===== src/hdl/i3c_pkg.sv =====
package i3c_pkg;

  // Broadcast address, sent with the read bit to open ENTDAA
  localparam logic [6:0] RsvdAddr = 7'h7E;

  // Provisional ID width
  localparam int unsigned IdWidth = 48;

  // Single-cycle bus condition flags
  typedef struct packed {
    logic start;
    logic rstart;
    logic stop;
  } bus_event_t;

  // Request levels towards the receiver
  typedef struct packed {
    logic req_bit;
    logic req_byte;
  } rx_req_t;

  // Request levels towards the transmitter
  typedef struct packed {
    logic       req_bit;
    logic       req_byte;
    logic [7:0] value;
    logic       sel_od_pp;
  } tx_req_t;

  // arbitration_lost is only meaningful together with done
  typedef struct packed {
    logic done;
    logic arbitration_lost;
  } tx_status_t;

endpackage


===== src/hdl/bus_monitor.sv =====
`timescale 1ns/1ns

module bus_monitor
  import i3c_pkg::*;
(
  input  logic       clk_i,
  input  logic       rst_ni,
  input  logic       scl_i,
  input  logic       sda_i,
  output bus_event_t events_o
);

  logic       scl_q;
  logic       sda_q;
  logic       busy_q;
  logic       start_det;
  logic       stop_det;
  bus_event_t events_q;

  // SDA edge with SCL high on both samples
  assign start_det = scl_q && scl_i && sda_q && !sda_i;
  assign stop_det  = scl_q && scl_i && !sda_q && sda_i;

  always_ff @(posedge clk_i or negedge rst_ni) begin
    if (!rst_ni) begin
      scl_q    <= 1'b1;
      sda_q    <= 1'b1;
      busy_q   <= 1'b0;
      events_q <= '0;
    end else begin
      scl_q           <= scl_i;
      sda_q           <= sda_i;
      events_q.start  <= start_det && !busy_q;
      events_q.rstart <= start_det && busy_q;
      events_q.stop   <= stop_det;
      if (stop_det) begin
        busy_q <= 1'b0;
      end else if (start_det) begin
        busy_q <= 1'b1;
      end
    end
  end

  assign events_o = events_q;

  // A bus condition is never followed by another one in the next cycle
  start_stop_exclusive_a : assert property (
    @(posedge clk_i) disable iff (!rst_ni)
    (events_o.start || events_o.rstart || events_o.stop) |=> (events_o == '0)
  );

endmodule


===== src/hdl/bus_rx.sv =====
`timescale 1ns/1ns

module bus_rx
  import i3c_pkg::*;
(
  input  logic       clk_i,
  input  logic       rst_ni,
  input  logic       scl_i,
  input  logic       sda_i,
  input  rx_req_t    req_i,
  output logic [7:0] data_o,
  output logic       done_o
);

  logic       scl_q;
  logic       active_q;
  logic       done_q;
  logic [3:0] count_q;
  logic [7:0] shift_q;
  logic       req_act;
  logic       load;
  logic       scl_rise;
  logic       scl_fall;

  assign req_act  = req_i.req_bit || req_i.req_byte;
  assign scl_rise = scl_i && !scl_q;
  assign scl_fall = !scl_i && scl_q;

  // No restart in the done cycle while the old request is still up
  assign load = !active_q && req_act && !scl_i && !done_q;

  always_ff @(posedge clk_i or negedge rst_ni) begin
    if (!rst_ni) begin
      scl_q    <= 1'b1;
      active_q <= 1'b0;
      done_q   <= 1'b0;
      count_q  <= '0;
    end else begin
      scl_q  <= scl_i;
      done_q <= 1'b0;
      if (load) begin
        active_q <= 1'b1;
        count_q  <= req_i.req_byte ? 4'd8 : 4'd1;
      end else if (active_q && !req_act) begin
        // Request withdrawn on STOP
        active_q <= 1'b0;
      end else if (active_q && scl_rise) begin
        count_q <= count_q - 4'd1;
      end else if (active_q && scl_fall && count_q == '0) begin
        active_q <= 1'b0;
        done_q   <= 1'b1;
      end
    end
  end

  // MSB first; a single bit ends up in bit 0
  always_ff @(posedge clk_i) begin
    if (load) begin
      shift_q <= '0;
    end else if (active_q && scl_rise) begin
      shift_q <= {shift_q[6:0], sda_i};
    end
  end

  assign data_o = shift_q;
  assign done_o = done_q;

endmodule


===== src/hdl/bus_tx.sv =====
`timescale 1ns/1ns

module bus_tx
  import i3c_pkg::*;
(
  input  logic       clk_i,
  input  logic       rst_ni,
  input  logic       scl_i,
  input  logic       sda_i,
  input  tx_req_t    req_i,
  output tx_status_t status_o,
  output logic       sda_oe_o,
  output logic       sel_od_pp_o
);

  typedef enum logic [1:0] {
    Idle,
    Setup,
    High,
    Next
  } tx_phase_e;

  tx_phase_e  phase_q;
  logic       scl_q;
  logic       oe_q;
  logic       lost_q;
  logic       done_q;
  logic       sel_q;
  logic [3:0] count_q;
  logic [7:0] shift_q;
  logic       req_act;
  logic       load;
  logic       scl_rise;
  logic       scl_fall;

  assign req_act  = req_i.req_bit || req_i.req_byte;
  assign scl_rise = scl_i && !scl_q;
  assign scl_fall = !scl_i && scl_q;
  assign load     = (phase_q == Idle) && req_act && !scl_i && !done_q;

  always_ff @(posedge clk_i or negedge rst_ni) begin
    if (!rst_ni) begin
      phase_q <= Idle;
      scl_q   <= 1'b1;
      oe_q    <= 1'b0;
      lost_q  <= 1'b0;
      done_q  <= 1'b0;
      sel_q   <= 1'b0;
      count_q <= '0;
    end else begin
      scl_q  <= scl_i;
      done_q <= 1'b0;
      if (phase_q != Idle && !req_act) begin
        // Abort and let go of the bus
        phase_q <= Idle;
        oe_q    <= 1'b0;
      end else begin
        unique case (phase_q)
          Idle: begin
            if (load) begin
              phase_q <= Setup;
              count_q <= req_i.req_byte ? 4'd8 : 4'd1;
              lost_q  <= 1'b0;
              sel_q   <= req_i.sel_od_pp;
            end
          end
          Setup: begin
            if (scl_rise) begin
              phase_q <= High;
              // Released bit but the bus reads low
              if (shift_q[7] && !lost_q && !sda_i) begin
                lost_q <= 1'b1;
              end
            end else if (!scl_i) begin
              oe_q <= !shift_q[7] && !lost_q;
            end
          end
          High: begin
            if (scl_fall) begin
              if (count_q == 4'd1) begin
                phase_q <= Idle;
                oe_q    <= 1'b0;
                done_q  <= 1'b1;
              end else begin
                phase_q <= Next;
              end
            end
          end
          Next: begin
            count_q <= count_q - 4'd1;
            phase_q <= Setup;
          end
          default: begin
            phase_q <= Idle;
          end
        endcase
      end
    end
  end

  // A single bit goes out from the MSB position
  always_ff @(posedge clk_i) begin
    if (load) begin
      shift_q <= req_i.req_byte ? req_i.value : {req_i.value[0], 7'b0};
    end else if (phase_q == Next) begin
      shift_q <= {shift_q[6:0], 1'b0};
    end
  end

  assign status_o.done             = done_q;
  assign status_o.arbitration_lost = lost_q;
  assign sda_oe_o                  = oe_q;
  assign sel_od_pp_o               = sel_q;

  // Driver only moves while SCL is low
  oe_stable_scl_high_a : assert property (
    @(posedge clk_i) disable iff (!rst_ni)
    (scl_i && $past(scl_i)) |-> $stable(sda_oe_o)
  );

endmodule


===== src/hdl/ccc_entdaa.sv =====
`timescale 1ns/1ns

module ccc_entdaa
  import i3c_pkg::*;
(
  input  logic               clk_i,
  input  logic               rst_ni,
  input  logic [IdWidth-1:0] id_i,
  input  logic               start_daa_i,
  input  bus_event_t         events_i,
  input  logic [7:0]         rx_data_i,
  input  logic               rx_done_i,
  output rx_req_t            rx_req_o,
  input  tx_status_t         tx_status_i,
  output tx_req_t            tx_req_o,
  output logic               done_daa_o,
  output logic [7:0]         address_o,
  output logic               address_valid_o
);

  typedef enum logic [3:0] {
    Idle,
    WaitStart,
    ReceiveRsvdByte,
    AckRsvdByte,
    SendNack,
    SendID,
    PrepareIDBit,
    SendIDBit,
    LostArbitration,
    ReceiveAddr,
    AckAddr,
    Done,
    Error
  } daa_state_e;

  daa_state_e state_q;
  daa_state_e state_d;
  logic [5:0] id_bit_count_q;
  logic       load_id_count;
  logic       tick_id_count;
  logic       rsvd_byte_det;
  logic       parity_ok;
  logic [6:0] address_q;
  logic       address_valid_q;

  assign rsvd_byte_det = (rx_data_i == {RsvdAddr, 1'b1});
  // Odd number of ones over the whole byte
  assign parity_ok     = ^rx_data_i;

  always_ff @(posedge clk_i or negedge rst_ni) begin
    if (!rst_ni) begin
      id_bit_count_q <= '0;
    end else if (load_id_count) begin
      id_bit_count_q <= 6'(IdWidth);
    end else if (tick_id_count) begin
      id_bit_count_q <= id_bit_count_q - 6'd1;
    end
  end

  always_comb begin
    state_d = state_q;
    unique case (state_q)
      Idle: begin
        if (start_daa_i) begin
          state_d = WaitStart;
        end
      end
      WaitStart: begin
        // Plain START too in case the first one was missed
        if (events_i.rstart || events_i.start) begin
          state_d = ReceiveRsvdByte;
        end
      end
      ReceiveRsvdByte: begin
        if (rx_done_i) begin
          state_d = rsvd_byte_det ? AckRsvdByte : SendNack;
        end
      end
      AckRsvdByte: begin
        if (tx_status_i.done) begin
          state_d = SendID;
        end
      end
      SendNack: begin
        if (tx_status_i.done) begin
          state_d = Error;
        end
      end
      SendID: begin
        state_d = PrepareIDBit;
      end
      PrepareIDBit: begin
        state_d = SendIDBit;
      end
      SendIDBit: begin
        if (tx_status_i.done) begin
          if (tx_status_i.arbitration_lost) begin
            state_d = LostArbitration;
          end else if (id_bit_count_q == '0) begin
            state_d = ReceiveAddr;
          end else begin
            state_d = PrepareIDBit;
          end
        end
      end
      ReceiveAddr: begin
        if (rx_done_i) begin
          state_d = parity_ok ? AckAddr : SendNack;
        end
      end
      AckAddr: begin
        // Address assigned so stay off the bus from here on
        if (tx_status_i.done) begin
          state_d = Idle;
        end
      end
      Done: begin
        if (start_daa_i) begin
          state_d = WaitStart;
        end
      end
      // LostArbitration and Error wait for STOP
      default: begin
      end
    endcase
  end

  always_comb begin
    rx_req_o      = '0;
    tx_req_o      = '0;
    load_id_count = 1'b0;
    tick_id_count = 1'b0;
    unique case (state_q)
      ReceiveRsvdByte: begin
        rx_req_o.req_byte = 1'b1;
      end
      AckRsvdByte: begin
        tx_req_o.req_bit = 1'b1;
        tx_req_o.value   = 8'h00;
      end
      SendNack: begin
        tx_req_o.req_bit = 1'b1;
        tx_req_o.value   = 8'hFF;
      end
      SendID: begin
        load_id_count = 1'b1;
      end
      PrepareIDBit: begin
        tick_id_count = 1'b1;
      end
      SendIDBit: begin
        tx_req_o.req_bit = 1'b1;
        tx_req_o.value   = {7'b0, id_i[id_bit_count_q]};
      end
      ReceiveAddr: begin
        rx_req_o.req_byte = 1'b1;
      end
      AckAddr: begin
        tx_req_o.req_bit = 1'b1;
        tx_req_o.value   = 8'h00;
      end
      default: begin
      end
    endcase
  end

  always_ff @(posedge clk_i or negedge rst_ni) begin
    if (!rst_ni) begin
      state_q <= Idle;
    end else if (events_i.stop) begin
      state_q <= Done;
    end else begin
      state_q <= state_d;
    end
  end

  always_ff @(posedge clk_i or negedge rst_ni) begin
    if (!rst_ni) begin
      address_q       <= '0;
      address_valid_q <= 1'b0;
    end else begin
      if (state_q == ReceiveAddr && rx_done_i && parity_ok) begin
        address_q <= rx_data_i[7:1];
      end
      if (start_daa_i) begin
        address_valid_q <= 1'b0;
      end else if (state_q == AckAddr && tx_status_i.done) begin
        address_valid_q <= 1'b1;
      end
    end
  end

  assign done_daa_o      = (state_q == Done);
  assign address_o       = {1'b0, address_q};
  assign address_valid_o = address_valid_q;

  // An rx request never overlaps a tx request or the tx done pulse
  rx_tx_exclusive_a : assert property (
    @(posedge clk_i) disable iff (!rst_ni)
    (rx_req_o.req_bit || rx_req_o.req_byte) |->
      !(tx_req_o.req_bit || tx_req_o.req_byte || tx_status_i.done)
  );

endmodule


===== src/hdl/i3c_daa_target.sv =====
`timescale 1ns/1ns

module i3c_daa_target
  import i3c_pkg::*;
(
  input  logic               clk_i,
  input  logic               rst_ni,
  input  logic               scl_i,
  input  logic               sda_i,
  input  logic [IdWidth-1:0] id_i,
  input  logic               start_daa_i,
  output logic               sda_oe_o,
  output logic               sel_od_pp_o,
  output logic               done_daa_o,
  output logic [7:0]         address_o,
  output logic               address_valid_o
);

  bus_event_t events;
  rx_req_t    rx_req;
  logic [7:0] rx_data;
  logic       rx_done;
  tx_req_t    tx_req;
  tx_status_t tx_status;

  bus_monitor bus_monitor_i (
    .clk_i    (clk_i),
    .rst_ni   (rst_ni),
    .scl_i    (scl_i),
    .sda_i    (sda_i),
    .events_o (events)
  );

  bus_rx bus_rx_i (
    .clk_i  (clk_i),
    .rst_ni (rst_ni),
    .scl_i  (scl_i),
    .sda_i  (sda_i),
    .req_i  (rx_req),
    .data_o (rx_data),
    .done_o (rx_done)
  );

  bus_tx bus_tx_i (
    .clk_i       (clk_i),
    .rst_ni      (rst_ni),
    .scl_i       (scl_i),
    .sda_i       (sda_i),
    .req_i       (tx_req),
    .status_o    (tx_status),
    .sda_oe_o    (sda_oe_o),
    .sel_od_pp_o (sel_od_pp_o)
  );

  ccc_entdaa ccc_entdaa_i (
    .clk_i           (clk_i),
    .rst_ni          (rst_ni),
    .id_i            (id_i),
    .start_daa_i     (start_daa_i),
    .events_i        (events),
    .rx_data_i       (rx_data),
    .rx_done_i       (rx_done),
    .rx_req_o        (rx_req),
    .tx_status_i     (tx_status),
    .tx_req_o        (tx_req),
    .done_daa_o      (done_daa_o),
    .address_o       (address_o),
    .address_valid_o (address_valid_o)
  );

endmodule


===== config.mk =====
export PLATFORM = sky130hd
export DESIGN_NAME = i3c_daa_target
export DESIGN_NICKNAME = d
export VERILOG_FILES = /design/src/hdl/i3c_pkg.sv /design/src/hdl/bus_monitor.sv /design/src/hdl/bus_rx.sv /design/src/hdl/bus_tx.sv /design/src/hdl/ccc_entdaa.sv /design/src/hdl/i3c_daa_target.sv
export SDC_FILE = /design/constraint.sdc
export NUM_CORES = 1
export LEC_CHECK = 0
export BUFFER_PORTS_ARGS = -buffer_cell sky130_fd_sc_hd__buf_2
export CAP_MARGIN = 20
export CORE_AREA = 2 2 117 74
export DETAILED_ROUTE_END_ITERATION = 16
export DIE_AREA = 0 0 119 76
export MAX_ROUTING_LAYER = met4
export SYNTH_ARGS = -nofsm -noshare
export SYNTH_HDL_FRONTEND = slang
export SYNTH_SLANG_ARGS = --single-unit
export TNS_END_PERCENT = 5

===== constraint.sdc =====
create_clock -name clk_i -period 3.8 [get_ports clk_i]
set_input_delay 0 -clock clk_i [delete_from_list [all_inputs] [get_ports clk_i]]
set_output_delay 0 -clock clk_i [all_outputs]
set_load 0.005 [all_outputs]

==> metrics.md, run 1 <==
| Metric | Value |
|---|---|
| Status | `complete, no violations` |
| # rows | `26` |
| Drt via density | `5.32` |
| Final period util | `68.1%` |
| IO Pins | `65` |
| Register area | `0.00117 mm2` |
| Comb power frac | `43.2%` |
| Top_reg_cell synth | `dfrtp_1` |
| LEAKAGE | `1.64 nW` |
| Yosys warns | `0` |
| Dpl hpwl | `5300 um` |
| Slew Viols, Final | `0` |
| Core ar. | `0.00810 mm2` |
| Synth Area in XOR/XNOR | `1.40%` |
| Layout cells sized above 1 | `24.2%` |
| Yosys top cell by area | `dfrtp_1` |
| Critical Path AT | `2.78 ns` |
| Setup bufs post-CTS | `0` |
| Main combinational cell family by area after synthesis | `simple AND/OR/NAND/NOR gates` |
| Post-synthesis cell count | `341` |
| Placed cells | `497` |
| Synth top cells by count | `nand2_1 (40), dfrtp_1 (37), nor2_1 (26), a21oi_1 (25), nand3_1 (18)` |
| CTS H-tree depth | `2` |
| PwrDens | `688 mW/mm2` |
| Slew HR | `37.2%` |
| Critical Path Sink Type | `register` |
| Clock Tree Root | `clkbuf_16` |
| CTS Buf Count | `5` |
| Final hold violation count | `0` |
| CTS tree | `yes` |
| Fmax | `0.386 GHz` |
| Congestion Overflow GR | `0` |
| Final WS setup | `1.21 ns` |
| Clk slew on worst S/H paths | `0.07 ns` |
| Synth cell types | `56` |
| Measured slew at the worst slew-check pin | `0.942 ns` |
| First-pass GRT wire length | `12700 um` |
| Multi-input logic area | `0.00178 mm2` |
| Via Count | `2710` |
| Largest net degree at the start of global routing | `40` |
| Starting Density | `38.5%` |
| Initial antenna violation count | `0` |
| Die height | `76 um` |
| Reg power frac | `36.6%` |
| Adder-cell area share of the yosys netlist | `4.82%` |
| Routed len/inst | `14.4 um` |
| Total internal power | `1.46 mW` |
| Top-count cell post-synth | `nand2_1` |
| ANT nets after route | `0` |
| Final setup viols | `0` |
| Sw Ratio | `42.1%` |
| Total routed wirelength | `7310 um` |
| Placement Cell Area | `0.00347 mm2` |
| Max-cap violations | `0` |
| Async set-reset flop share out of synthesis | `81.3%` |
| Minimum clock period | `2.59 ns` |
| Final layout net count | `461` |
| Final setup TNS | `0 ns` |
| Number of port buffers | `62` |
| Worst Skew | `0.00596 ns` |
| Share of Yosys cell area claimed by the top area cell type | `29.7%` |
| Synth Area in Compound Gates | `15.5%` |
| Maximum fanout along the worst path | `19` |
| CP Class | `register to register` |
| Worst endpoint required time | `3.99 ns` |
| Post-Synth Simple-Gate Area | `21.3%` |
| Synth Register Bits | `48` |
| Die footprint | `0.00904 mm2` |
| Design Area, Final | `0.00367 mm2` |
| Class of the worst hold path | `primary input to async pin` |
| Maximum clock path buffer count | `2` |
| Synth top area cells | `dfrtp_1 (30%), dfxtp_1 (5.1%), mux4_2 (5.1%)` |
| DRC | `0` |
| Sw power | `1.06 mW` |
| Pre-CTS setup slack | `1.23 ns` |
| DRT Pass-1 Iters | `4` |
| Setup crit start kind | `register` |
| Synthesis-to-finish area growth | `17.7%` |
| DR iter-0 viols | `129` |
| Syn Std Cell Area | `0.00312 mm2` |
| Maximum VDD drop | `0.341 mV` |
| Hold_ws | `0.363 ns` |
| Avg Synthesized Cell Area | `9.14 um2` |
| Finished Layout Cells | `509` |
| GP Congestion | `0.884` |
| Die X | `119 um` |
| Post-synthesis mux area share | `14.0%` |
| RSZ-0062 raised after global routing | `false` |
| Register area share after synthesis | `37.5%` |
| Filler cells | `795` |
| Worst-Skew Late Latency | `0.30 ns` |
| Vias in the first global route | `2579` |
| EDFF count, synth | `1` |
| CTS Sinks | `48` |
| Clock power frac | `20.2%` |
| Antenna Cells | `0` |
| All-Layer GR Usage | `17.6%` |
==> path summary, 6_finish.rpt <==
check / endpoint / depth (start not counted) / slack [ns] / start
max: ccc_entdaa_i.state_q[3]$_DFFE_PN0P_ / 8 / 1.21 / ccc_entdaa_i.id_bit_count_q[0]$_DFFE_PN0P_
min: ccc_entdaa_i.id_bit_count_q[1]$_DFFE_PN0P_ / 2 / 0.36 / rst_ni
max reg2reg: ccc_entdaa_i.state_q[3]$_DFFE_PN0P_ / 8 / 1.21 / ccc_entdaa_i.id_bit_count_q[0]$_DFFE_PN0P_
min reg2reg: bus_monitor_i.events_o[2]$_DFF_PN0_ / 1 / 0.49 / bus_monitor_i.busy_q$_DFFE_PN0P_
max in group asynchronous: bus_rx_i.count_q[3]$_DFFE_PN0P_ / 2 / 2.84 / rst_ni
min in group clk_i: bus_monitor_i.sda_q$_DFF_PN1_ / 2 / 0.41 / sda_i
==> final cells by class <==
| cell class | count | share of cell area (%) |
|---|---|---|
| tap | 112 | 3.82 |
| inverter | 15 | 1.53 |
| clock inverter | 2 | 0.954 |
| multi-input combinational | 259 | 48.6 |
| clock buffer | 6 | 3.51 |
| sequential | 48 | 31.8 |
| timing repair buffer | 67 | 9.75 |
==> state kept, by name, indices dropped and copies added (netlist names), 2 cells and up <==
signal and count:
ccc_entdaa_i.address_q 7, ccc_entdaa_i.state_q 4, bus_rx_i.data_o 8, bus_rx_i.count_q 4, bus_monitor_i.events_o 3, ccc_entdaa_i.id_bit_count_q 6, bus_tx_i.phase_q 2, bus_tx_i.count_q 4
==> power groups by stage <==
stage	Clock, mW	Sequential, mW	Combinational, mW
after floorplan	0	0.721	1.06
after global placement	0	0.925	1.06
after detailed placement	0	0.934	1.08
after CTS	0.521	0.924	1.09
after global routing	0.542	0.965	1.24
final	0.510	0.925	1.09
==> metal layers <==
layer	up-vias	GRT usage [%]	share of wire, %
met2	49	24.9	43
met1	1315	25.9	51
met5	-	-	0
met4	0	3.93	1.0
met3	8	3.59	4.0
li1	1338	-	-
==> per-stage QoR <==
stage	power (mW)	util [%]
global placement	1.98	42.8
detailed placement	2.01	42.8
floorplan	1.78	-
CTS	2.54	45.3
global route	2.75	45.3
finish	2.53	45.3
==> placed cells by master, fill, tap and decap left out, drive strengths merged, types with 3 or more instances in the layout <==
cell / Yosys / layout
nor3: 11 / 11
nand3: 18 / 18
nand2: 40 / 40
nand2b: 5 / 5
nand4: 4 / 4
dfrtp: 37 / 37
dlygate4sd3: 0 / 4
inv: 15 / 15
xnor2: 3 / 3
buf: 16 / 63
clkbuf: 4 / 6
o22ai: 5 / 5
a21oi: 25 / 25
a22o: 3 / 3
or4: 4 / 4
ha: 12 / 12
a211o: 3 / 3
o21ai: 26 / 26
mux2: 9 / 9
nor3b: 7 / 7
mux4: 9 / 9
nor2b: 8 / 8
nor2: 26 / 26
mux2i: 12 / 12
dfxtp: 8 / 8
==> worst max-delay path, cell delays in order (launching register included) <==
cell and delay (ns):
dfrtp_1 0.96, inv_1 0.18, ha_1 0.28, nor3b_1 0.18, a21oi_1 0.28, o22ai_1 0.12, a21oi_1 0.16, nor2_1 0.05
a211o_1 0.26
==> cells by family after synthesis <==
family                     Yosys count
and+or+nand+nor                    132
other                                1
muxes                               30
AOI/OAI and AO/OA                   78
xor gates and xnor gates             5
adders and majority gates           12
buffers and inverters               35
DFF                                 48
==> repair_timing <==
| item | 4_1_cts | 5_1_grt |
|---|---|---|
| gates resized for setup | 0 | 0 |
| endpoints found under the hold margin | 42 | 0 |
| hold buffers | 4 | 0 |
(Power assumes the default switching activity.)
==> run 2, diff against run 1 <==
Settings changed: ABC_AREA from default to 1, CORE_AREA 2 2 117 74 to 2 2 119 75, DIE_AREA 0 0 119 76 to 0 0 121 77.
Clock period 3.8 ns to 2.09 ns, I/O delays scaled along.
==> run 2 against run 1 <==
Against the previous run:
- via count increased by 12%
- maximum frequency is 39% higher
- sequential cell count is the same
- sequential share of layout area fell by 1.4 points
- critical path depth stayed put
- clock-buffer cell count rose by 1
- non-clock buffer count grew 9
- global-route usage grew 0.46 points
- cell count rose by 24%
- clock skew is 0.0024 ns higher
- largest cell class unchanged
==> metrics.md, run 2 <==
| Metric | Value |
|---|---|
| Avg Synthesized Cell Area | `7.13 um2 (was 9.14 um2)` |
| CTS tree | `yes (unchanged)` |
| Maximum fanout along the worst path | `11 (was 19)` |
| Cell Chain, Critical Path | `ha_1, xnor2_1, xnor2_1, nand3_2, nor2_1, buf_4, nor2_1, a21oi_1 (was inv_1, ha_1, nor3b_1, a21oi_1, o22ai_1, a21oi_1, nor2_1, a211o_1)` |
| Die X | `121 um (was 119 um)` |
| Initial antenna violation count | `0 (unchanged)` |
| Status | `complete, no violations (unchanged)` |
| Layout cells sized above 1 | `21.8% (was 24.2%)` |
| Maximum VDD drop | `0.494 mV (was 0.341 mV)` |
| Class of the worst hold path | `primary input to async pin (unchanged)` |
| First-pass GRT wire length | `13200 um (was 12700 um)` |
| Top-count cell post-synth | `nand2_1 (unchanged)` |
| Minimum clock period | `1.86 ns (was 2.59 ns)` |
| Yosys warns | `0 (unchanged)` |
| FF-to-FF Start | `bus_rx_i.data_o[4]$_SDFFE_PP0P_ (was ccc_entdaa_i.id_bit_count_q[0]$_DFFE_PN0P_)` |
| Starting Density | `38.8% (was 38.5%)` |
| Die height | `77 um (was 76 um)` |
| DR iter-0 viols | `227 (was 129)` |
| Slew HR | `41.0% (was 37.2%)` |
| CTS Buf Count | `5 (unchanged)` |
| Final period util | `88.8% (was 68.1%)` |
| LEAKAGE | `2.03 nW (was 1.64 nW)` |
| Total internal power | `2.59 mW (was 1.46 mW)` |
| Register area share after synthesis | `36.6% (was 37.5%)` |
| Comb power frac | `55.1% (was 43.2%)` |
| DRT Pass-1 Iters | `5 (was 4)` |
| Final hold violation count | `0 (unchanged)` |
| Measured slew at the worst slew-check pin | `0.885 ns (was 0.942 ns)` |
| Critical Path Sink Type | `register (unchanged)` |
| Worst r2r path cells | `8 (unchanged)` |
| Total routed wirelength | `7690 um (was 7310 um)` |
| Slew Viols, Final | `0 (unchanged)` |
| Commonest non-fill, non-tap cell in the layout | `nand2_1 (was buf_2)` |
| Share of Yosys cell area claimed by the top area cell type | `29.0% (was 29.7%)` |
| Top_reg_cell synth | `dfrtp_1 (unchanged)` |
| Setup crit start kind | `register (unchanged)` |
| Via Count | `3033 (was 2710)` |
| Critical Path AT | `2.07 ns (was 2.78 ns)` |
| GP Congestion | `0.871 (was 0.884)` |
| Filler cells | `830 (was 795)` |
| Synth Register Bits | `48 (unchanged)` |
| Final setup viols | `0 (unchanged)` |
| RSZ-0062 raised after global routing | `false (unchanged)` |
| Synth cell types | `40 (was 56)` |
| Fmax | `0.539 GHz (was 0.386 GHz)` |
| Dpl hpwl | `6040 um (was 5300 um)` |
| EDFF count, synth | `1 (unchanged)` |
| Worst-Skew Late Latency | `0.29 ns (was 0.30 ns)` |
| Worst Skew | `0.00839 ns (was 0.00596 ns)` |
| # rows | `26 (unchanged)` |
| Routed len/inst | `12.2 um (was 14.4 um)` |
| Yosys top cell by area | `dfrtp_1 (unchanged)` |
| PwrDens | `1230 mW/mm2 (was 688 mW/mm2)` |
| Most frequent cells in the layout | `nand2_1 (97), inv_1 (68), buf_2 (62) (was buf_2 (62), nand2_1 (40), dfrtp_1 (37))` |
| DRC | `0 (unchanged)` |
| Synth top area cells | `dfrtp_1 (29%), nand2_1 (11%), inv_1 (8.0%) (was dfrtp_1 (30%), dfxtp_1 (5.1%), mux4_2 (5.1%))` |
| Core ar. | `0.00823 mm2 (was 0.00810 mm2)` |
| Syn Std Cell Area | `0.00319 mm2 (was 0.00312 mm2)` |
| Number of port buffers | `62 (unchanged)` |
| Design Power | `4.74 mW (was 2.53 mW)` |
| CTS Sinks | `48 (unchanged)` |
| Synthesis-to-finish area growth | `20.3% (was 17.7%)` |
| Critical path launch point | `bus_rx_i.data_o[4]$_SDFFE_PP0P_ (was ccc_entdaa_i.id_bit_count_q[0]$_DFFE_PN0P_)` |
| Final layout net count | `583 (was 461)` |
| Clk slew on worst S/H paths | `0.06 ns (was 0.07 ns)` |
| Clock Tree Root | `clkbuf_16 (unchanged)` |
| All-Layer GR Usage | `18.1% (was 17.6%)` |
| Sw power | `2.15 mW (was 1.06 mW)` |
| CTS H-tree depth | `2 (unchanged)` |
| Flop-to-flop setup slack | `0.23 ns (was 1.21 ns)` |
| R2R Path End | `ccc_entdaa_i.address_q[2]$_DFFE_PN0P_ (was ccc_entdaa_i.state_q[3]$_DFFE_PN0P_)` |
| Sw Ratio | `45.4% (was 42.1%)` |
| Worst path slowest cell | `dfxtp_1 (was dfrtp_1)` |
| Drt via density | `4.81 (was 5.32)` |
| Clock power frac | `16.2% (was 20.2%)` |
| Antenna Cells | `0 (unchanged)` |
| Congestion Overflow GR | `0 (unchanged)` |
| Post-synthesis cell count | `447 (was 341)` |
| Worst endpoint required time | `2.30 ns (was 3.99 ns)` |
| Critical Path Max Stage Delay | `0.35 ns (was 0.96 ns)` |
| Final setup TNS | `0 ns (unchanged)` |
| IO Pins | `65 (unchanged)` |
| Vias in the first global route | `2799 (was 2579)` |
| Largest net degree at the start of global routing | `40 (unchanged)` |
| Reg power frac | `28.6% (was 36.6%)` |
| Max-cap violations | `0 (unchanged)` |
| Synth top cells by count | `nand2_1 (97), inv_1 (68), nor2_1 (49), nand3_1 (40), dfrtp_1 (37) (was nand2_1 (40), dfrtp_1 (37), nor2_1 (26), a21oi_1 (25), nand3_1 (18))` |
| ANT nets after route | `0 (unchanged)` |
| Core Util, Final | `46.6% (was 45.3%)` |
| Maximum clock path buffer count | `2 (unchanged)` |
| Max reg flops | `8 (unchanged)` |
| CP Class | `register to register (unchanged)` |
| Die footprint | `0.00932 mm2 (was 0.00904 mm2)` |
| Async set-reset flop share out of synthesis | `81.3% (unchanged)` |
-- run 2: cell count changes after synthesis, moves of 11 or more --
cell | previous run | this run
nand2_1 | 40 | 97
inv_1 | 14 | 68
nor2_1 | 26 | 49
nand3_1 | 18 | 40
o21ai_0 | 14 | 36
a21oi_1 | 25 | 11
mux2i_1 | 11 | 0
-- run 2: worst max path at each step --
stage / endpoint / slack, ns / depth (start not counted)
after global placement: ccc_entdaa_i.address_q[0]$_DFFE_PN0P_ / 0.27 / 8
after global routing: ccc_entdaa_i.address_q[2]$_DFFE_PN0P_ / 0.04 / 8
after detailed placement: ccc_entdaa_i.address_q[2]$_DFFE_PN0P_ / 0.18 / 8
final: ccc_entdaa_i.address_q[2]$_DFFE_PN0P_ / 0.23 / 8
after floorplan: ccc_entdaa_i.state_q[1]$_DFFE_PN0P_ / 0.27 / 10
after CTS: ccc_entdaa_i.address_q[2]$_DFFE_PN0P_ / 0.16 / 8
-- run 2: logic make-up (layout without fill, tap and decap cells) --
logic type	count (synthesis)	count (layout)	synth area share, %
compound gates	69	69	12.6
xor+xnor	7	7	1.92
fa+ha+maj	12	12	4.71
buf+inv	87	158	10.7
flops	48	48	36.6
other cells	1	2	0.118
simple gates	223	223	33.3
-- run 2: worst max-delay path, delay by kind of cell, from the launching register on --
family          cells  cell delay [ns]
xor+xnor            2             0.42
simple gates        3             0.36
flops               1             0.35
fa+ha+maj           1             0.33
buf+inv             1             0.18
compound gates      1             0.14
-- run 2: per-layer routing --
metal	track usage, %	vias up	wire length [um]
met1	26.8	1378	4090
met5	-	-	0
met2	24.7	80	3060
met4	4.88	0	75
li1	-	1567	-
met3	3.79	8	462
-- run 2: power groups by stage --
stage	logic, mW	clock network, mW	registers [mW]
final	2.61	0.768	1.36
after global routing	2.97	0.827	1.39
after CTS	2.58	0.791	1.36
after detailed placement	2.56	0	1.37
after global placement	2.55	0	1.37
after floorplan	1.97	0	1.33
-- run 2: cell type report --
class	instances	area, um2	area share (%)
clock buffers	7	133	3.46
clock inverters	1	5.00	0.130
inverters	74	278	7.24
multi-input cells	313	1690	44.0
flip-flops and latches	48	1170	30.5
well taps	112	140	3.65
repair buffers	76	425	11.1
-- run 2: per-stage QoR --
step	hold WS (ns)	area, um2	std cells	setup WS [ns]
after floorplan	-0.296	3190	448	0.269
after global placement	0.138	3650	619	0.272
after detailed placement	0.137	3650	619	0.179
after CTS	0.393	3830	631	0.160
after global routing	0.393	3840	631	0.0417
final	0.369	3840	631	0.234
-- run 2: repair_timing --
action                                 CTS  global route
setup buffers                            0             0
hold buffers                             4             0
setup endpoints to repair                0             1
resized for setup                        0             1
endpoints found under the hold margin   40             0
==> run 3, diff against run 2 <==
Settings changed: BUFFER_PORTS_ARGS -buffer_cell sky130_fd_sc_hd__buf_2 to -buffer_cell sky130_fd_sc_hd__buf_4.
==> run 3 against run 2 <==
Against the previous run:
- global-route usage grew 0.68 points
- clock power grew 20%
- routed wire length grew 4.7%
- largest cell class unchanged
- highest routed layer unchanged
==> metrics.md, run 3 (synthesized netlist as in run 2, its figures left out) <==
| Metric | Value |
|---|---|
| RSZ-0062 raised after global routing | `false (unchanged)` |
| CTS H-tree depth | `2 (unchanged)` |
| Vias in the first global route | `2893 (was 2799)` |
| Final hold violation count | `0 (unchanged)` |
| Max layer used | `met4 (unchanged)` |
| Minimum clock period | `1.83 ns (was 1.86 ns)` |
| CP Class | `register to register (unchanged)` |
| Starting Density | `38.8% (unchanged)` |
| Largest net degree at the start of global routing | `40 (unchanged)` |
| ANT nets after route | `0 (unchanged)` |
| Worst-Skew Late Latency | `0.29 ns (about the same)` |
| Status | `complete, no violations (unchanged)` |
| Final layout net count | `583 (unchanged)` |
| Measured slew at the worst slew-check pin | `0.516 ns (was 0.885 ns)` |
| Final period util | `87.7% (was 88.8%)` |
| Worst endpoint required time | `2.31 ns (was 2.30 ns)` |
| Fmax | `0.545 GHz (was 0.539 GHz)` |
| Filler cells | `806 (was 830)` |
| CTS Buf Count | `5 (unchanged)` |
| Total internal power | `2.74 mW (was 2.59 mW)` |
| Comb power frac | `53.7% (was 55.1%)` |
| IO Pins | `65 (unchanged)` |
| Die X | `121 um (unchanged)` |
| Max-cap violations | `0 (unchanged)` |
| Antenna Cells | `0 (unchanged)` |
| Die footprint | `0.00932 mm2 (unchanged)` |
| LEAKAGE | `2.09 nW (was 2.03 nW)` |
| Drt via density | `4.95 (was 4.81)` |
| Critical Path Sink Type | `register (unchanged)` |
| Maximum fanout along the worst path | `11 (unchanged)` |
| Clock Tree Root | `clkbuf_16 (unchanged)` |
| Max reg flops | `8 (unchanged)` |
| Critical path launch point | `bus_rx_i.data_o[5]$_SDFFE_PP0P_ (was bus_rx_i.data_o[4]$_SDFFE_PP0P_)` |
| Initial antenna violation count | `0 (unchanged)` |
| Hold_ws | `0.221 ns (was 0.369 ns)` |
| Class of the worst hold path | `primary input to async pin (unchanged)` |
| Die height | `77 um (unchanged)` |
| Finished Layout Cells | `631 (unchanged)` |
| Synthesis-to-finish area growth | `26.1% (was 20.3%)` |
| Reg power frac | `27.6% (was 28.6%)` |
| Final setup viols | `0 (unchanged)` |
| All-Layer GR Usage | `18.8% (was 18.1%)` |
| Placed cells | `619 (unchanged)` |
| Via Count | `3123 (was 3033)` |
| Setup crit start kind | `register (unchanged)` |
| Sw power | `2.20 mW (was 2.15 mW)` |
| Congestion Overflow GR | `0 (unchanged)` |
| Final setup TNS | `0 ns (unchanged)` |
| Sw Ratio | `44.5% (was 45.4%)` |
| DR iter-0 viols | `219 (was 227)` |
| Routed len/inst | `12.8 um (was 12.2 um)` |
| PwrDens | `1230 mW/mm2 (about the same)` |
| Maximum clock path buffer count | `2 (unchanged)` |
| Setup crit end | `ccc_entdaa_i.address_q[2]$_DFFE_PN0P_ (unchanged)` |
| Layout cells sized above 1 | `22.2% (was 21.8%)` |
| Maximum VDD drop | `0.489 mV (was 0.494 mV)` |
| Critical Path AT | `2.05 ns (was 2.07 ns)` |
| Clk slew on worst S/H paths | `0.07 ns (was 0.06 ns)` |
| # rows | `26 (unchanged)` |
| Slew HR | `65.6% (was 41.0%)` |
| FF-to-FF Start | `bus_rx_i.data_o[5]$_SDFFE_PP0P_ (was bus_rx_i.data_o[4]$_SDFFE_PP0P_)` |
| Worst r2r path cells | `8 (unchanged)` |
| DRC | `0 (unchanged)` |
| CTS tree | `yes (unchanged)` |
| Worst Skew | `0.00449 ns (was 0.00839 ns)` |
| GP Congestion | `0.891 (was 0.871)` |
| Metal-1 WL | `4140 um (was 4090 um)` |
| Slew Viols, Final | `0 (unchanged)` |
| Number of port buffers | `62 (unchanged)` |
| Met2 wire len | `3310 um (was 3060 um)` |
| Total routed wirelength | `8050 um (was 7690 um)` |
| R2R Path End | `ccc_entdaa_i.address_q[2]$_DFFE_PN0P_ (unchanged)` |
| Commonest non-fill, non-tap cell in the layout | `nand2_1 (unchanged)` |
| Dpl hpwl | `6230 um (was 6040 um)` |
| CTS Sinks | `48 (unchanged)` |
| Most frequent cells in the layout | `nand2_1 (97), buf_4 (72), inv_1 (68) (was nand2_1 (97), inv_1 (68), buf_2 (62))` |
| Wire length on met3 | `570 um (was 462 um)` |
| Core ar. | `0.00823 mm2 (unchanged)` |
| Clock power frac | `18.7% (was 16.2%)` |
| Flop-to-flop setup slack | `0.26 ns (was 0.23 ns)` |
| DRT Pass-1 Iters | `5 (unchanged)` |
| First-pass GRT wire length | `13600 um (was 13200 um)` |
## run 3: cell types whose count changed in the layout (fill, tap and decap cells not counted), sizes merged
cell / before / now
bufinv: 0 / 1
clkinvlp: 0 / 1
clkbuf: 7 / 5
## run 3: power groups by stage
stage | Clock, mW | Combinational, mW | Sequential (mW)
2_1_floorplan | 0 | 1.97 | 1.33
3_3_place_gp | 0 | 2.59 | 1.37
3_5_place_dp | 0 | 2.61 | 1.37
4_1_cts | 0.941 | 2.63 | 1.36
5_1_grt | 0.988 | 2.98 | 1.39
6_report | 0.922 | 2.66 | 1.36
## run 3: final cells by class
cell class | instances | area (um2) | share of cell area (%)
multi-input combinational | 313 | 1690 | 42.0
sequential | 48 | 1170 | 29.1
timing repair buffer | 76 | 581 | 14.4
inverter | 74 | 278 | 6.91
tap | 112 | 140 | 3.48
clock buffer | 5 | 125 | 3.11
clock inverter | 3 | 42.5 | 1.06
## run 3: repair_timing
action	in CTS	in global routing
setup endpoints to repair	0	1
setup buffers	0	0
gates resized for setup	0	1
hold buffers	4	0
endpoints found under the hold margin	40	0
## run 3: worst max-delay path, stage by stage (launching register included)
cell and delay [ns]:
dfxtp_1 0.40, ha_1 0.27, xnor2_1 0.15, xnor2_1 0.26, nand3_2 0.20, nor2_1 0.13
buf_4 0.18, nor2_1 0.05, a21oi_1 0.12
## run 3: metal layers
metal  vias to the layer above  GRT usage [%]
met5                         -              -
met4                         0           4.07
met3                         3           4.76
met2                       104           26.1
met1                      1442           27.2
li1                       1574              -
## run 3: worst min path at each step
| stage | startpoint | endpoint | slack [ns] | depth (start not counted) |
|---|---|---|---|---|
| global route | rst_ni | ccc_entdaa_i.address_q[5]$_DFFE_PN0P_ | 0.28 | 2 |
| detailed placement | rst_ni | ccc_entdaa_i.address_q[5]$_DFFE_PN0P_ | 0.02 | 1 |
| floorplan | rst_ni | bus_monitor_i.busy_q$_DFFE_PN0P_ | -0.30 | 0 |
| CTS | rst_ni | ccc_entdaa_i.address_q[5]$_DFFE_PN0P_ | 0.24 | 2 |
| global placement | rst_ni | ccc_entdaa_i.address_q[5]$_DFFE_PN0P_ | 0.01 | 1 |
| finish | rst_ni | ccc_entdaa_i.address_valid_o$_DFFE_PN0P_ | 0.22 | 2 |
## run 3: through the flow
step	power (mW)	util (%)	setup WS, ns	cell area [um2]
2_1_floorplan	3.31	-	0.269	3190
3_3_place_gp	3.96	46.3	0.280	3810
3_5_place_dp	3.98	46.3	0.221	3810
4_1_cts	4.93	48.8	0.201	4020
5_1_grt	5.37	48.9	0.0756	4020
6_report	4.94	48.9	0.257	4020
